==> config.mk <==
export PLATFORM = sky130hd
export DESIGN_NAME = video_subsystem
export DESIGN_NICKNAME = d
export VERILOG_FILES = /design/src/video_pkg.sv /design/src/pixel_fifo.sv /design/src/pixel_feeder.sv /design/src/fill_engine.sv /design/src/frame_mem_arbiter.sv /design/src/video_subsystem.sv
export SDC_FILE = /design/constraint.sdc
export NUM_CORES = 1
export LEC_CHECK = 0
export ABC_AREA = 0
export BUFFER_PORTS_ARGS = -buffer_cell sky130_fd_sc_hd__clkbuf_2
export CORE_MARGIN = 2
export CORE_UTILIZATION = 30
export CTS_CLUSTER_DIAMETER = 100
export DETAILED_ROUTE_END_ITERATION = 10
export HOLD_SLACK_MARGIN = 0.05
export SYNTH_ARGS = -nofsm -noshare
export SYNTH_HDL_FRONTEND = slang
export SYNTH_SLANG_ARGS = --single-unit
==> constraint.sdc <==
create_clock -name cpu_clk_g -period 6.3 [get_ports cpu_clk_g]
set_input_delay 1.26 -clock cpu_clk_g [delete_from_list [all_inputs] [get_ports cpu_clk_g]]
set_output_delay 1.26 -clock cpu_clk_g [all_outputs]
set_load 0.01 [all_outputs]
==> src/video_pkg.sv <==
package video_pkg;

   // word address layout, msb first:
   // 6 zero bits, frame selector, line, beat in line, 1 zero bit
   localparam int FRAME_SEL_W = 6;
   localparam int LINE_W      = 10;
   localparam int BEAT_W      = 8;
   localparam int ADDR_W      = 31;
   localparam int BEAT_BITS   = 128;

   // ddr command opcode
   typedef enum logic {
      MEM_WRITE = 1'b0,
      MEM_READ  = 1'b1
   } mem_op_t;

   // one command on the shared ddr port, 160 bits
   typedef struct packed {
      mem_op_t                opcode;
      logic [ADDR_W-1:0]      addr;
      logic [BEAT_BITS-1:0]   wdata;
   } mem_cmd_t;

   // pixel feeder fetch fsm
   typedef enum logic {
      FEED_IDLE  = 1'b0,
      FEED_FETCH = 1'b1
   } feeder_state_t;

   // fill engine fsm
   typedef enum logic [1:0] {
      FILL_IDLE = 2'd0,
      FILL_RUN  = 2'd1,
      FILL_DONE = 2'd2
   } fill_state_t;

   // common address rule for both masters
   function automatic logic [ADDR_W-1:0] make_addr(
      input logic [FRAME_SEL_W-1:0] frame,
      input logic [LINE_W-1:0]      line,
      input logic [BEAT_W-1:0]      beat
   );
      return {6'b0, frame, line, beat, 1'b0};
   endfunction

endpackage

==> src/pixel_fifo.sv <==
`timescale 1ns/1ps

module pixel_fifo #(
   parameter int FIFO_BEATS = 16
) (
   input  logic         cpu_clk_g,
   input  logic         rst,
   input  logic [127:0] din,
   input  logic         wr_en,
   input  logic         rd_en,
   output logic [31:0]  dout,
   output logic         empty,
   output logic         beat_done
);

   localparam int PTR_W = (FIFO_BEATS > 1) ? $clog2(FIFO_BEATS) : 1;
   localparam int CNT_W = $clog2(FIFO_BEATS + 1);

   // beat storage, no reset needed
   logic [127:0]     mem [FIFO_BEATS];
   logic [PTR_W-1:0] wr_ptr;
   logic [PTR_W-1:0] rd_ptr;
   // beats held, occupancy
   logic [CNT_W-1:0] count;
   // pixel lane within the head beat
   logic [1:0]       pix_idx;

   // lane 0 is the first pixel of a beat
   assign dout      = mem[rd_ptr][pix_idx*32 +: 32];
   assign empty     = (count == '0);
   // fourth pop retires the head beat
   assign beat_done = rd_en && (pix_idx == 2'd3);

   always_ff @(posedge cpu_clk_g) begin
      if (wr_en) begin
         mem[wr_ptr] <= din;
      end
   end

   always_ff @(posedge cpu_clk_g) begin
      if (rst) begin
         wr_ptr  <= '0;
         rd_ptr  <= '0;
         count   <= '0;
         pix_idx <= '0;
      end else begin
         if (wr_en) begin
            wr_ptr <= (wr_ptr == PTR_W'(FIFO_BEATS - 1)) ? '0 : wr_ptr + PTR_W'(1);
         end
         if (rd_en) begin
            pix_idx <= pix_idx + 2'd1;
         end
         if (beat_done) begin
            rd_ptr <= (rd_ptr == PTR_W'(FIFO_BEATS - 1)) ? '0 : rd_ptr + PTR_W'(1);
         end
         count <= count + CNT_W'(wr_en) - CNT_W'(beat_done);
      end
   end

   // feeder credits must keep the buffer from overflowing
   a_no_overflow: assert property (@(posedge cpu_clk_g) disable iff (rst)
      !(wr_en && (count == CNT_W'(FIFO_BEATS))))
      else $error("pixel fifo written while full");

   // display side only pops when valid
   a_no_underflow: assert property (@(posedge cpu_clk_g) disable iff (rst)
      !(rd_en && empty))
      else $error("pixel fifo popped while empty");

endmodule

==> src/pixel_feeder.sv <==
`timescale 1ns/1ps

module pixel_feeder #(
   parameter int H_PIXELS   = 800,
   parameter int V_LINES    = 600,
   parameter int FIFO_BEATS = 16
) (
   input  logic                 cpu_clk_g,
   input  logic                 rst,
   // command side, to the arbiter
   output logic                 cmd_req,
   output video_pkg::mem_cmd_t  cmd,
   input  logic                 cmd_grant,
   // read return
   input  logic                 rdf_valid,
   input  logic [127:0]         rdf_dout,
   // display sink
   output logic [23:0]          video,
   output logic                 video_valid,
   input  logic                 video_ready,
   // frame swap control
   input  logic [5:0]           gp_frame,
   input  logic                 gp_trigger,
   output logic                 frame_interrupt
);

   localparam int BW       = video_pkg::BEAT_W;
   localparam int LW       = video_pkg::LINE_W;
   localparam int CREDIT_W = $clog2(FIFO_BEATS + 1);

   video_pkg::feeder_state_t state;
   video_pkg::feeder_state_t state_nxt;

   // beats asked for or still in the fifo
   logic [CREDIT_W-1:0] credit;
   logic [CREDIT_W-1:0] credit_nxt;
   // fetch position
   logic [BW-1:0]       beat_cnt;
   logic [LW-1:0]       line_cnt;
   logic                last_beat;
   logic                last_line;
   logic                fetch_wrap;
   // displayed frame and pending swap
   logic [5:0]          disp_frame;
   logic [5:0]          swap_frame;
   logic                swap_pend;
   // fifo hookup
   logic [31:0]         fifo_dout;
   logic                fifo_empty;
   logic                pix_pop;
   logic                beat_done;

   assign last_beat  = (beat_cnt == BW'(H_PIXELS / 4 - 1));
   assign last_line  = (line_cnt == LW'(V_LINES - 1));
   // last beat of last line granted
   assign fetch_wrap = cmd_grant && last_beat && last_line;

   // up on each grant, down when a whole beat leaves the fifo
   assign credit_nxt = credit + CREDIT_W'(cmd_grant) - CREDIT_W'(beat_done);

   always_comb begin
      state_nxt = state;
      case (state)
         video_pkg::FEED_IDLE: begin
            if (credit_nxt < CREDIT_W'(FIFO_BEATS)) begin
               state_nxt = video_pkg::FEED_FETCH;
            end
         end
         video_pkg::FEED_FETCH: begin
            if (credit_nxt == CREDIT_W'(FIFO_BEATS)) begin
               state_nxt = video_pkg::FEED_IDLE;
            end
         end
         default: state_nxt = video_pkg::FEED_IDLE;
      endcase
   end

   // request held until granted, address only moves on grant
   assign cmd_req = (state == video_pkg::FEED_FETCH);

   always_comb begin
      cmd.opcode = video_pkg::MEM_READ;
      cmd.addr   = video_pkg::make_addr(disp_frame, line_cnt, beat_cnt);
      cmd.wdata  = '0;
   end

   always_ff @(posedge cpu_clk_g) begin
      if (rst) begin
         state           <= video_pkg::FEED_IDLE;
         credit          <= '0;
         beat_cnt        <= '0;
         line_cnt        <= '0;
         disp_frame      <= 6'd1;
         swap_pend       <= 1'b0;
         frame_interrupt <= 1'b0;
      end else begin
         state           <= state_nxt;
         credit          <= credit_nxt;
         frame_interrupt <= fetch_wrap;
         if (cmd_grant) begin
            beat_cnt <= last_beat ? '0 : beat_cnt + BW'(1);
            if (last_beat) begin
               line_cnt <= last_line ? '0 : line_cnt + LW'(1);
            end
         end
         // swap takes effect where the next frame fetch starts
         if (fetch_wrap && swap_pend) begin
            disp_frame <= swap_frame;
            swap_pend  <= 1'b0;
         end
         // a fresh trigger wins over the clear above
         if (gp_trigger) begin
            swap_pend <= 1'b1;
         end
      end
   end

   // requested frame, only used once pending
   always_ff @(posedge cpu_clk_g) begin
      if (gp_trigger) begin
         swap_frame <= gp_frame;
      end
   end

   assign pix_pop     = video_valid && video_ready;
   assign video_valid = !fifo_empty;
   // low 24 bits carry rgb
   assign video       = fifo_dout[23:0];

   pixel_fifo #(
      .FIFO_BEATS (FIFO_BEATS)
   ) pixel_fifo_i (
      .cpu_clk_g (cpu_clk_g),
      .rst       (rst),
      .din       (rdf_dout),
      .wr_en     (rdf_valid),
      .rd_en     (pix_pop),
      .dout      (fifo_dout),
      .empty     (fifo_empty),
      .beat_done (beat_done)
   );

   a_credit_max: assert property (@(posedge cpu_clk_g) disable iff (rst)
      credit <= CREDIT_W'(FIFO_BEATS))
      else $error("feeder credit above fifo depth");

endmodule

==> src/fill_engine.sv <==
`timescale 1ns/1ps

module fill_engine #(
   parameter int H_PIXELS = 800,
   parameter int V_LINES  = 600
) (
   input  logic                 cpu_clk_g,
   input  logic                 rst,
   input  logic                 fill_start,
   input  logic [5:0]           fill_frame,
   input  logic [23:0]          fill_color,
   output logic                 cmd_req,
   output video_pkg::mem_cmd_t  cmd,
   input  logic                 cmd_grant,
   output logic                 fill_done
);

   localparam int BW = video_pkg::BEAT_W;
   localparam int LW = video_pkg::LINE_W;

   video_pkg::fill_state_t state;

   // latched job
   logic [5:0]    frame_q;
   logic [23:0]   color_q;
   // write position
   logic [BW-1:0] beat_cnt;
   logic [LW-1:0] line_cnt;
   logic          last_beat;
   logic          last_line;

   assign last_beat = (beat_cnt == BW'(H_PIXELS / 4 - 1));
   assign last_line = (line_cnt == LW'(V_LINES - 1));

   assign cmd_req   = (state == video_pkg::FILL_RUN);
   // done state lasts one cycle, right after the final grant
   assign fill_done = (state == video_pkg::FILL_DONE);

   always_comb begin
      cmd.opcode = video_pkg::MEM_WRITE;
      cmd.addr   = video_pkg::make_addr(frame_q, line_cnt, beat_cnt);
      // four pixels per beat, colour zero extended
      cmd.wdata  = {4{8'h00, color_q}};
   end

   always_ff @(posedge cpu_clk_g) begin
      if (rst) begin
         state    <= video_pkg::FILL_IDLE;
         beat_cnt <= '0;
         line_cnt <= '0;
      end else begin
         case (state)
            video_pkg::FILL_IDLE: begin
               // start only honoured when idle
               if (fill_start) begin
                  beat_cnt <= '0;
                  line_cnt <= '0;
                  state    <= video_pkg::FILL_RUN;
               end
            end
            video_pkg::FILL_RUN: begin
               if (cmd_grant) begin
                  beat_cnt <= last_beat ? '0 : beat_cnt + BW'(1);
                  if (last_beat) begin
                     line_cnt <= last_line ? '0 : line_cnt + LW'(1);
                     if (last_line) begin
                        state <= video_pkg::FILL_DONE;
                     end
                  end
               end
            end
            default: state <= video_pkg::FILL_IDLE;
         endcase
      end
   end

   // job payload, captured at start
   always_ff @(posedge cpu_clk_g) begin
      if (fill_start && (state == video_pkg::FILL_IDLE)) begin
         frame_q <= fill_frame;
         color_q <= fill_color;
      end
   end

endmodule

==> src/frame_mem_arbiter.sv <==
`timescale 1ns/1ps

module frame_mem_arbiter (
   input  logic                 cpu_clk_g,
   input  logic                 rst,
   // pixel feeder
   input  logic                 feed_req,
   input  video_pkg::mem_cmd_t  feed_cmd,
   output logic                 feed_grant,
   // fill engine
   input  logic                 fill_req,
   input  video_pkg::mem_cmd_t  fill_cmd,
   output logic                 fill_grant,
   // ddr command port
   input  logic                 af_full,
   output logic                 af_wr_en,
   output video_pkg::mem_cmd_t  af_cmd
);

   // fill engine had the last grant
   logic last_fill;
   logic pick_fill;

   // fill wins if alone, or if feeder went last
   assign pick_fill  = fill_req && (!feed_req || !last_fill);

   // grants are same-cycle, blocked by a full command fifo
   assign fill_grant = !af_full && pick_fill;
   assign feed_grant = !af_full && feed_req && !pick_fill;
   assign af_wr_en   = feed_grant || fill_grant;
   assign af_cmd     = pick_fill ? fill_cmd : feed_cmd;

   always_ff @(posedge cpu_clk_g) begin
      if (rst) begin
         last_fill <= 1'b0;
      end else if (af_wr_en) begin
         last_fill <= fill_grant;
      end
   end

   a_one_grant: assert property (@(posedge cpu_clk_g) disable iff (rst)
      !(feed_grant && fill_grant))
      else $error("both masters granted");

endmodule

==> src/video_subsystem.sv <==
`timescale 1ns/1ps

module video_subsystem #(
   parameter int H_PIXELS   = 800,
   parameter int V_LINES    = 600,
   parameter int FIFO_BEATS = 16
) (
   input  logic               cpu_clk_g,
   input  logic               rst,
   // ddr command and read data
   input  logic               af_full,
   output logic               af_wr_en,
   output video_pkg::mem_op_t af_op,
   output logic [30:0]        af_addr_din,
   output logic [127:0]       wdf_din,
   input  logic               rdf_valid,
   input  logic [127:0]       rdf_dout,
   output logic               rdf_rd_en,
   // display
   output logic [23:0]        video,
   output logic               video_valid,
   input  logic               video_ready,
   // control
   input  logic [5:0]         gp_frame,
   input  logic               gp_trigger,
   output logic               frame_interrupt,
   input  logic               fill_start,
   input  logic [5:0]         fill_frame,
   input  logic [23:0]        fill_color,
   output logic               fill_done
);

   video_pkg::mem_cmd_t feeder_cmd;
   video_pkg::mem_cmd_t fill_cmd;
   video_pkg::mem_cmd_t af_cmd;
   logic                feeder_req;
   logic                feeder_grant;
   logic                fill_req;
   logic                fill_grant;

   // read data always drained
   assign rdf_rd_en   = 1'b1;
   assign af_op       = af_cmd.opcode;
   assign af_addr_din = af_cmd.addr;
   assign wdf_din     = af_cmd.wdata;

   pixel_feeder #(
      .H_PIXELS   (H_PIXELS),
      .V_LINES    (V_LINES),
      .FIFO_BEATS (FIFO_BEATS)
   ) pixel_feeder_i (
      .cpu_clk_g       (cpu_clk_g),
      .rst             (rst),
      .cmd_req         (feeder_req),
      .cmd             (feeder_cmd),
      .cmd_grant       (feeder_grant),
      .rdf_valid       (rdf_valid),
      .rdf_dout        (rdf_dout),
      .video           (video),
      .video_valid     (video_valid),
      .video_ready     (video_ready),
      .gp_frame        (gp_frame),
      .gp_trigger      (gp_trigger),
      .frame_interrupt (frame_interrupt)
   );

   fill_engine #(
      .H_PIXELS (H_PIXELS),
      .V_LINES  (V_LINES)
   ) fill_engine_i (
      .cpu_clk_g  (cpu_clk_g),
      .rst        (rst),
      .fill_start (fill_start),
      .fill_frame (fill_frame),
      .fill_color (fill_color),
      .cmd_req    (fill_req),
      .cmd        (fill_cmd),
      .cmd_grant  (fill_grant),
      .fill_done  (fill_done)
   );

   frame_mem_arbiter frame_mem_arbiter_i (
      .cpu_clk_g  (cpu_clk_g),
      .rst        (rst),
      .feed_req   (feeder_req),
      .feed_cmd   (feeder_cmd),
      .feed_grant (feeder_grant),
      .fill_req   (fill_req),
      .fill_cmd   (fill_cmd),
      .fill_grant (fill_grant),
      .af_full    (af_full),
      .af_wr_en   (af_wr_en),
      .af_cmd     (af_cmd)
   );

endmodule

# After elaboration in Yosys (flattened, before gate mapping)
# Memory sizes are Yosys's and may differ from the RTL's. A register that Yosys moved wholly into a read port is not among the register bits.
# Index checks and enable logic that the tools add are counted.
[classes]
add_sub_neg = 11
order_cmp = 1
eq_ne = 14
shift = 1
n_mux = 28
bitwise = 1
n_reduce_logical = 25
[ops]
columns = ["op", "count"]
rows = [
  ["$mux 160", 1],
  ["$shiftx 128x8->24", 1],
  ["$mux 10", 5],
  ["$mux 8", 4],
  ["$add 10x1->10 const B", 2],
  ["$eq 10x10->1 const B", 2],
  ["$pmux 10 s2", 1],
  ["$add 8x1->8 const B", 2],
  ["$eq 8x8->1 const B", 2],
  ["$mux 4", 4],
  ["$pmux 8 s2", 1],
  ["$add 5x1->5", 2],
  ["$logic_and 1x1->1", 10],
  ["$sub 5x1->5", 2],
  ["$add 4x1->4 const B", 2],
  ["$eq 4x4->1 const B", 2],
  ["$mux 2", 4],
  ["$ne 2x2->1 const B", 4],
  ["$reduce_and 4->1", 2],
  ["$mux 1", 6],
  ["$eq 5x5->1 const B", 1],
  ["$logic_not 1->1", 5],
  ["$logic_not 5->1", 1],
  ["$lt 5x5->1 const B", 1],
  ["other kinds (11)", 14],
]
[word_totals]
regBits = 104
ramBits = 2048
inputBits = 171
output_inout_bits = 189
elab_cells = 100
memories = 1
[memory_table]
columns = ["name", "words", "word_bits", "read_ports", "rd_ports_with_merged_regs", "wr", "line", "rtl"]
rows = [
  ["pixel_feeder_i.pixel_fifo_i.mem", 16, 128, 1, 1, 1, "pixel_fifo.sv:20", "logic [127:0] mem [FIFO_BEATS];"],
]

# Logic depth before layout (Yosys ltp)
[depth]
word_depth = 10
ltp_mapped = 14
depth_no_buf = 13

# Hierarchy
# Synthesis repeated with hierarchy kept, for this count alone.
[unflattened]
cells_unflattened = 4210
area_unflattened_um2 = 86279.0
[by_module_without_submodules]
columns = ["mod", "n_inst", "cells_each", "area_each_um2", "seq_area_each_um2"]
rows = [
  ["pixel_fifo", 1, 3418, 78585.4, 61879.3],
  ["fill_engine", 1, 281, 2874.0, 1301.2],
  ["pixel_feeder", 1, 321, 2771.4, 820.8],
  ["frame_mem_arbiter", 1, 188, 2037.0, 20.0],
  ["video_subsystem", 1, 2, 11.3, 0.0],
]

# Worst setup path before layout
# Ideal clock, no wire load.
[synth_path]
path_kind = "in2reg"
from = "in fill_start"
to = "reg fill_engine_i.line_cnt[0]"
setup_time_ns = 0.136
arrival_time_ns = 4.602
required_time_ns = 6.164
slack_ns = 1.562
cell_stages = 5
n_path_buf = 1
path_cell_list = "nor3b_1 > a41oi_1 > clkbuf_1 > o21bai_1 > nor2_1"
[synth_between]
elab_chain_cells = 2
[synth_rtl]
columns = ["item", "line", "rtl"]
rows = [
  ["from (decl)", "video_subsystem.sv:27", "input logic fill_start,"],
  ["$ne 2x2->1 (no source line)", "n/a", ""],
  ["$reduce_and 4->1 (no source line)", "n/a", ""],
  ["to (signal assigned)", "fill_engine.sv:65", "line_cnt <= last_line ? '0 : line_cnt + LW'(1);"],
  ["to (decl)", "fill_engine.sv:28", "logic [LW-1:0] line_cnt;"],
]
# No other way between the ends.
# A chain may end at the register's enable or synchronous reset.

==> results.yml <==
outcome:
  status: "finished, final reports clean"
setup_path:
  crit_arrival_ns: 4.35
  r2r_start: "pixel_feeder_i.pixel_fifo_i.pix_idx[1]"
  cp-end-kind: "primary output"
  r2r_cells: 11
  cp_num_buf_inv: 2
  cp_slowest_cell: "nand2_2"
  r2r-end: "pixel_feeder_i.cmd_req"
  crit_type: "reg2out"
  slowest_delay_ns: 0.88
  cp.required_ns: 5.04
  worstSetupStartpointType: "flip-flop"
  crit_fanout: 30
  critPathTopFamily: "simple AND/OR/NAND/NOR gates"
  path_cells: "and2_1 > nand2_2 > buf_4 > o22ai_1 > or4_1 > o21ai_1 > clkbuf_2"
  reg2reg_slack_ns: 2.89
grt:
  grtUsageMet3_pct: 3.687
  track_usage_pct: 14.26
  grt_start_max_net_pins: 78
  first_global_vias: 31940
  grt_pass1_wl_um: 225800
  busiest_layer: "met2"
  antenna_found_initial: 51
  gr-usage-met1_pct: 18.42
  overflow: 0
  met2_usage_pct: 23.34
die:
  chipWidth_um: 466.4
  design.core.area_mm2: 0.2123
  die_y_um: 466.4
  rows: 169
  num_io_pins: 360
  die_area_mm2: 0.2175
  initial_core_util_pct: 30.21
route:
  first_pass_iters: 5
  vias: 31310
  viasPerCell: 4.922
  drc: 0
  wl_um: 157600
  wl_per_cell_um: 24.77
  drt_iter0_drc: 2753
  ant_nets: 0
final_layout:
  final_common_cell: "edfxtp_1"
  fin_cells: 6361
  final_nets: 3585
  num-fill-cells: 19810
  final_cell_mix: "edfxtp_1, mux4_2, clkbuf_2"
  final_cell_area_mm2: 0.07390
  drive_above_1_share_pct: 28.88
  syn_to_final_growth_pct: 15.21
clock_tree:
  cts_tree: "yes"
  clock_latency_ns: 0.83
  cts_buffers: 165
  hold_buffers: 0
  post_cts_resize_count: 0
  cts_sinks: 1644
  post-cts-setup-buffers: 0
  cts_root_buf: "clkbuf_16"
  clk_pin_slew_worst_paths_ns: 0.06
  cts_max_level: 4
  cts_buffer_depth: 3
power_and_ir_drop:
  power.total_w: 0.02332
  powerDensity_mw_per_mm2: 315.6
  max-vdd-ir-drop_v: 0.0003034
  power.leakage_nw: 22.92
sta:
  max_freq_mhz: 178.3
  layout_min_cycle_time_ns: 5.607
  skew_ns: 0.07825
  slew_viol_final: 0
  hold_viol_final: 0
  worst_slew_pin_slew_ns: 1.162
  rsz0062_at_grt: "no"
  setup-violations-final: 0
  whs_ns: 0.4508
  post-route-period-util_pct: 89.01
  slew_headroom_pct: 22.56
  finalSetupTns_ns: 0
placement:
  portBuffers: 287
  placed_area_mm2: 0.06842
  place.gp.congestion: 0.7821
  dpl.hpwl_um: 84250
  numPlacedInstances: 6045
yosys:
  async_reset_ff_share_pct: 0
  synth_edf_count: 1572
  synth_flop_cell: "edfxtp_1"
  synth.avg_cell_area_um2: 20.66
  yosysUniqueCellTypes: 66
  synth-simple-area-share_pct: 2.665
  synthMuxAreaShare_pct: 14.53
  ys_seq_area_share_pct: 75.84
  ys_seq_elements: 1644
  synth-xor-area-share_pct: 0.5052
  synthAdderAreaFrac_pct: 0.4721
  synthCells: 3104
  synth_top_family_by_area: "multiplexers"
  yosysWarnings: 0
  synth_compound_area_share_pct: 3.133
  synth_area_mm2: 0.06414
min_path:
  whs_path_depth: 1
  worstHoldStart: "pixel_feeder_i.swap_frame[0]"
  hold_class: "reg2reg"
  holdPathEnd: "pixel_feeder_i.disp_frame[0]"
flow_run:
  maxCapViolCount: 0
## flip-flops by register name, summed over array words and instances (netlist names), 2 cells and up, named ones only
name                                 flops
fill_engine_i.beat_cnt                   8
fill_engine_i.color_q                   24
fill_engine_i.frame_q                    6
fill_engine_i.line_cnt                  10
fill_engine_i.state                      2
pixel_feeder_i.beat_cnt                  8
pixel_feeder_i.credit                    5
pixel_feeder_i.disp_frame                6
pixel_feeder_i.line_cnt                 10
pixel_feeder_i.pixel_fifo_i.count        5
pixel_feeder_i.pixel_fifo_i.mem       1536
pixel_feeder_i.pixel_fifo_i.pix_idx      2
pixel_feeder_i.pixel_fifo_i.rd_ptr       4
pixel_feeder_i.pixel_fifo_i.wr_ptr       4
pixel_feeder_i.swap_frame                6
## report_power, final
group / switching (W) / internal, W / total (W)
registers: 0.0000565 / 0.0121 / 0.0122
logic: 0.000927 / 0.000451 / 0.00138
clock network: 0.00426 / 0.00551 / 0.00977
total: 0.00524 / 0.0181 / 0.0233
## worst max path at each step
stage / from / to / slack [ns] / cells past startpoint
finish: flip-flop / video[9] / 0.69 / 7
global route: flip-flop / video[9] / 0.50 / 7
CTS: flip-flop / video[9] / 0.61 / 7
detailed placement: flip-flop / video[9] / 1.47 / 7
global placement: flip-flop / video[9] / 1.46 / 7
floorplan: fill_start / fill_engine_i.line_cnt[0] / 1.56 / 5
## synth_stat cells, types with 4 or more instances
cell      instances  area (um^2)
a211o_1          13        113.9
a211oi_1          5        37.54
a21o_1            4        30.03
a21oi_1          27        135.1
a221o_1           8        80.08
a221oi_1         33        289.0
a22o_1            4        35.03
a22oi_1          44        330.3
and2_1           20        125.1
and3_1           30        187.7
buf_1             8        30.03
buf_12            4        80.08
buf_2            48        240.2
buf_4           127        953.4
buf_6            15        168.9
clkbuf_1         70        262.8
dfxtp_1          72         1441
edfxtp_1       1572        47210
ha_1             21        262.8
inv_1            20        75.07
mux2_2           39        439.2
mux2i_1          95        950.9
mux4_2          351         7905
nand2_1         109        409.1
nand2b_1         12        75.07
nand3_1          17        85.08
nor2_1           76        285.3
nor2b_1          17        106.4
nor3_1            8        40.04
nor3b_1           4        30.03
nor4_1           10        62.56
o21ai_0          17        85.08
o21ai_1          12        60.06
o21bai_1          5        37.54
o221a_2           5        56.30
o221ai_1         15        131.4
o22a_1            8        70.07
o22ai_1          60        375.4
o31ai_1           6        45.04
or3_1             4        25.02
or4_1            17        127.6
xnor2_1          26        227.7
xor2_1           11        96.34
## per-layer routing
layer	vias to the layer above	wire (um)
met1	16680	64750
met3	275	11050
met4	38	4109
li1	13290	-
met2	1032	77410
met5	-	258
## final cells by class
| type | instances | area, um^2 | area share, % |
|---|---|---|---|
| clock inverter | 107 | 1154 | 1.561 |
| timing repair buffer | 355 | 2272 | 3.075 |
| antenna | 11 | 27.53 | 0.03725 |
| sequential | 1644 | 48660 | 65.85 |
| tap | 2821 | 3530 | 4.776 |
| clock buffer | 198 | 4294 | 5.811 |
| inverter | 21 | 78.83 | 0.1067 |
| multi-input combinational | 1204 | 13880 | 18.78 |
## worst register-to-register path, cell delays in order, from the launching register on
cell,delay [ns]
dfxtp_2,0.56
buf_4,0.54
ha_1,0.24
and3_1,0.39
ha_1,0.20
inv_1,0.04
ha_1,0.20
fa_1,0.45
a21o_1,0.19
a21oi_1,0.18
xnor2_1,0.12
o21ba_2,0.21
## cell families after synthesis
kind of cell	Yosys count
xor gates and xnor gates	37
muxes	486
adders and majority gates	23
DFF	1644
AOI/OAI and AO/OA	277
buffers and inverters	294
and+or+nand+nor	341
other	2
## per-stage QoR
| stage | setup slack, ns | util, % |
|---|---|---|
| 2_1_floorplan | 1.562 | - |
| 3_3_place_gp | 1.456 | 32.23 |
| 3_5_place_dp | 1.471 | 32.23 |
| 4_1_cts | 0.6118 | 34.80 |
| 5_1_grt | 0.5012 | 34.80 |
| 6_report | 0.6926 | 34.81 |
Power figures use the tool's default switching activity.
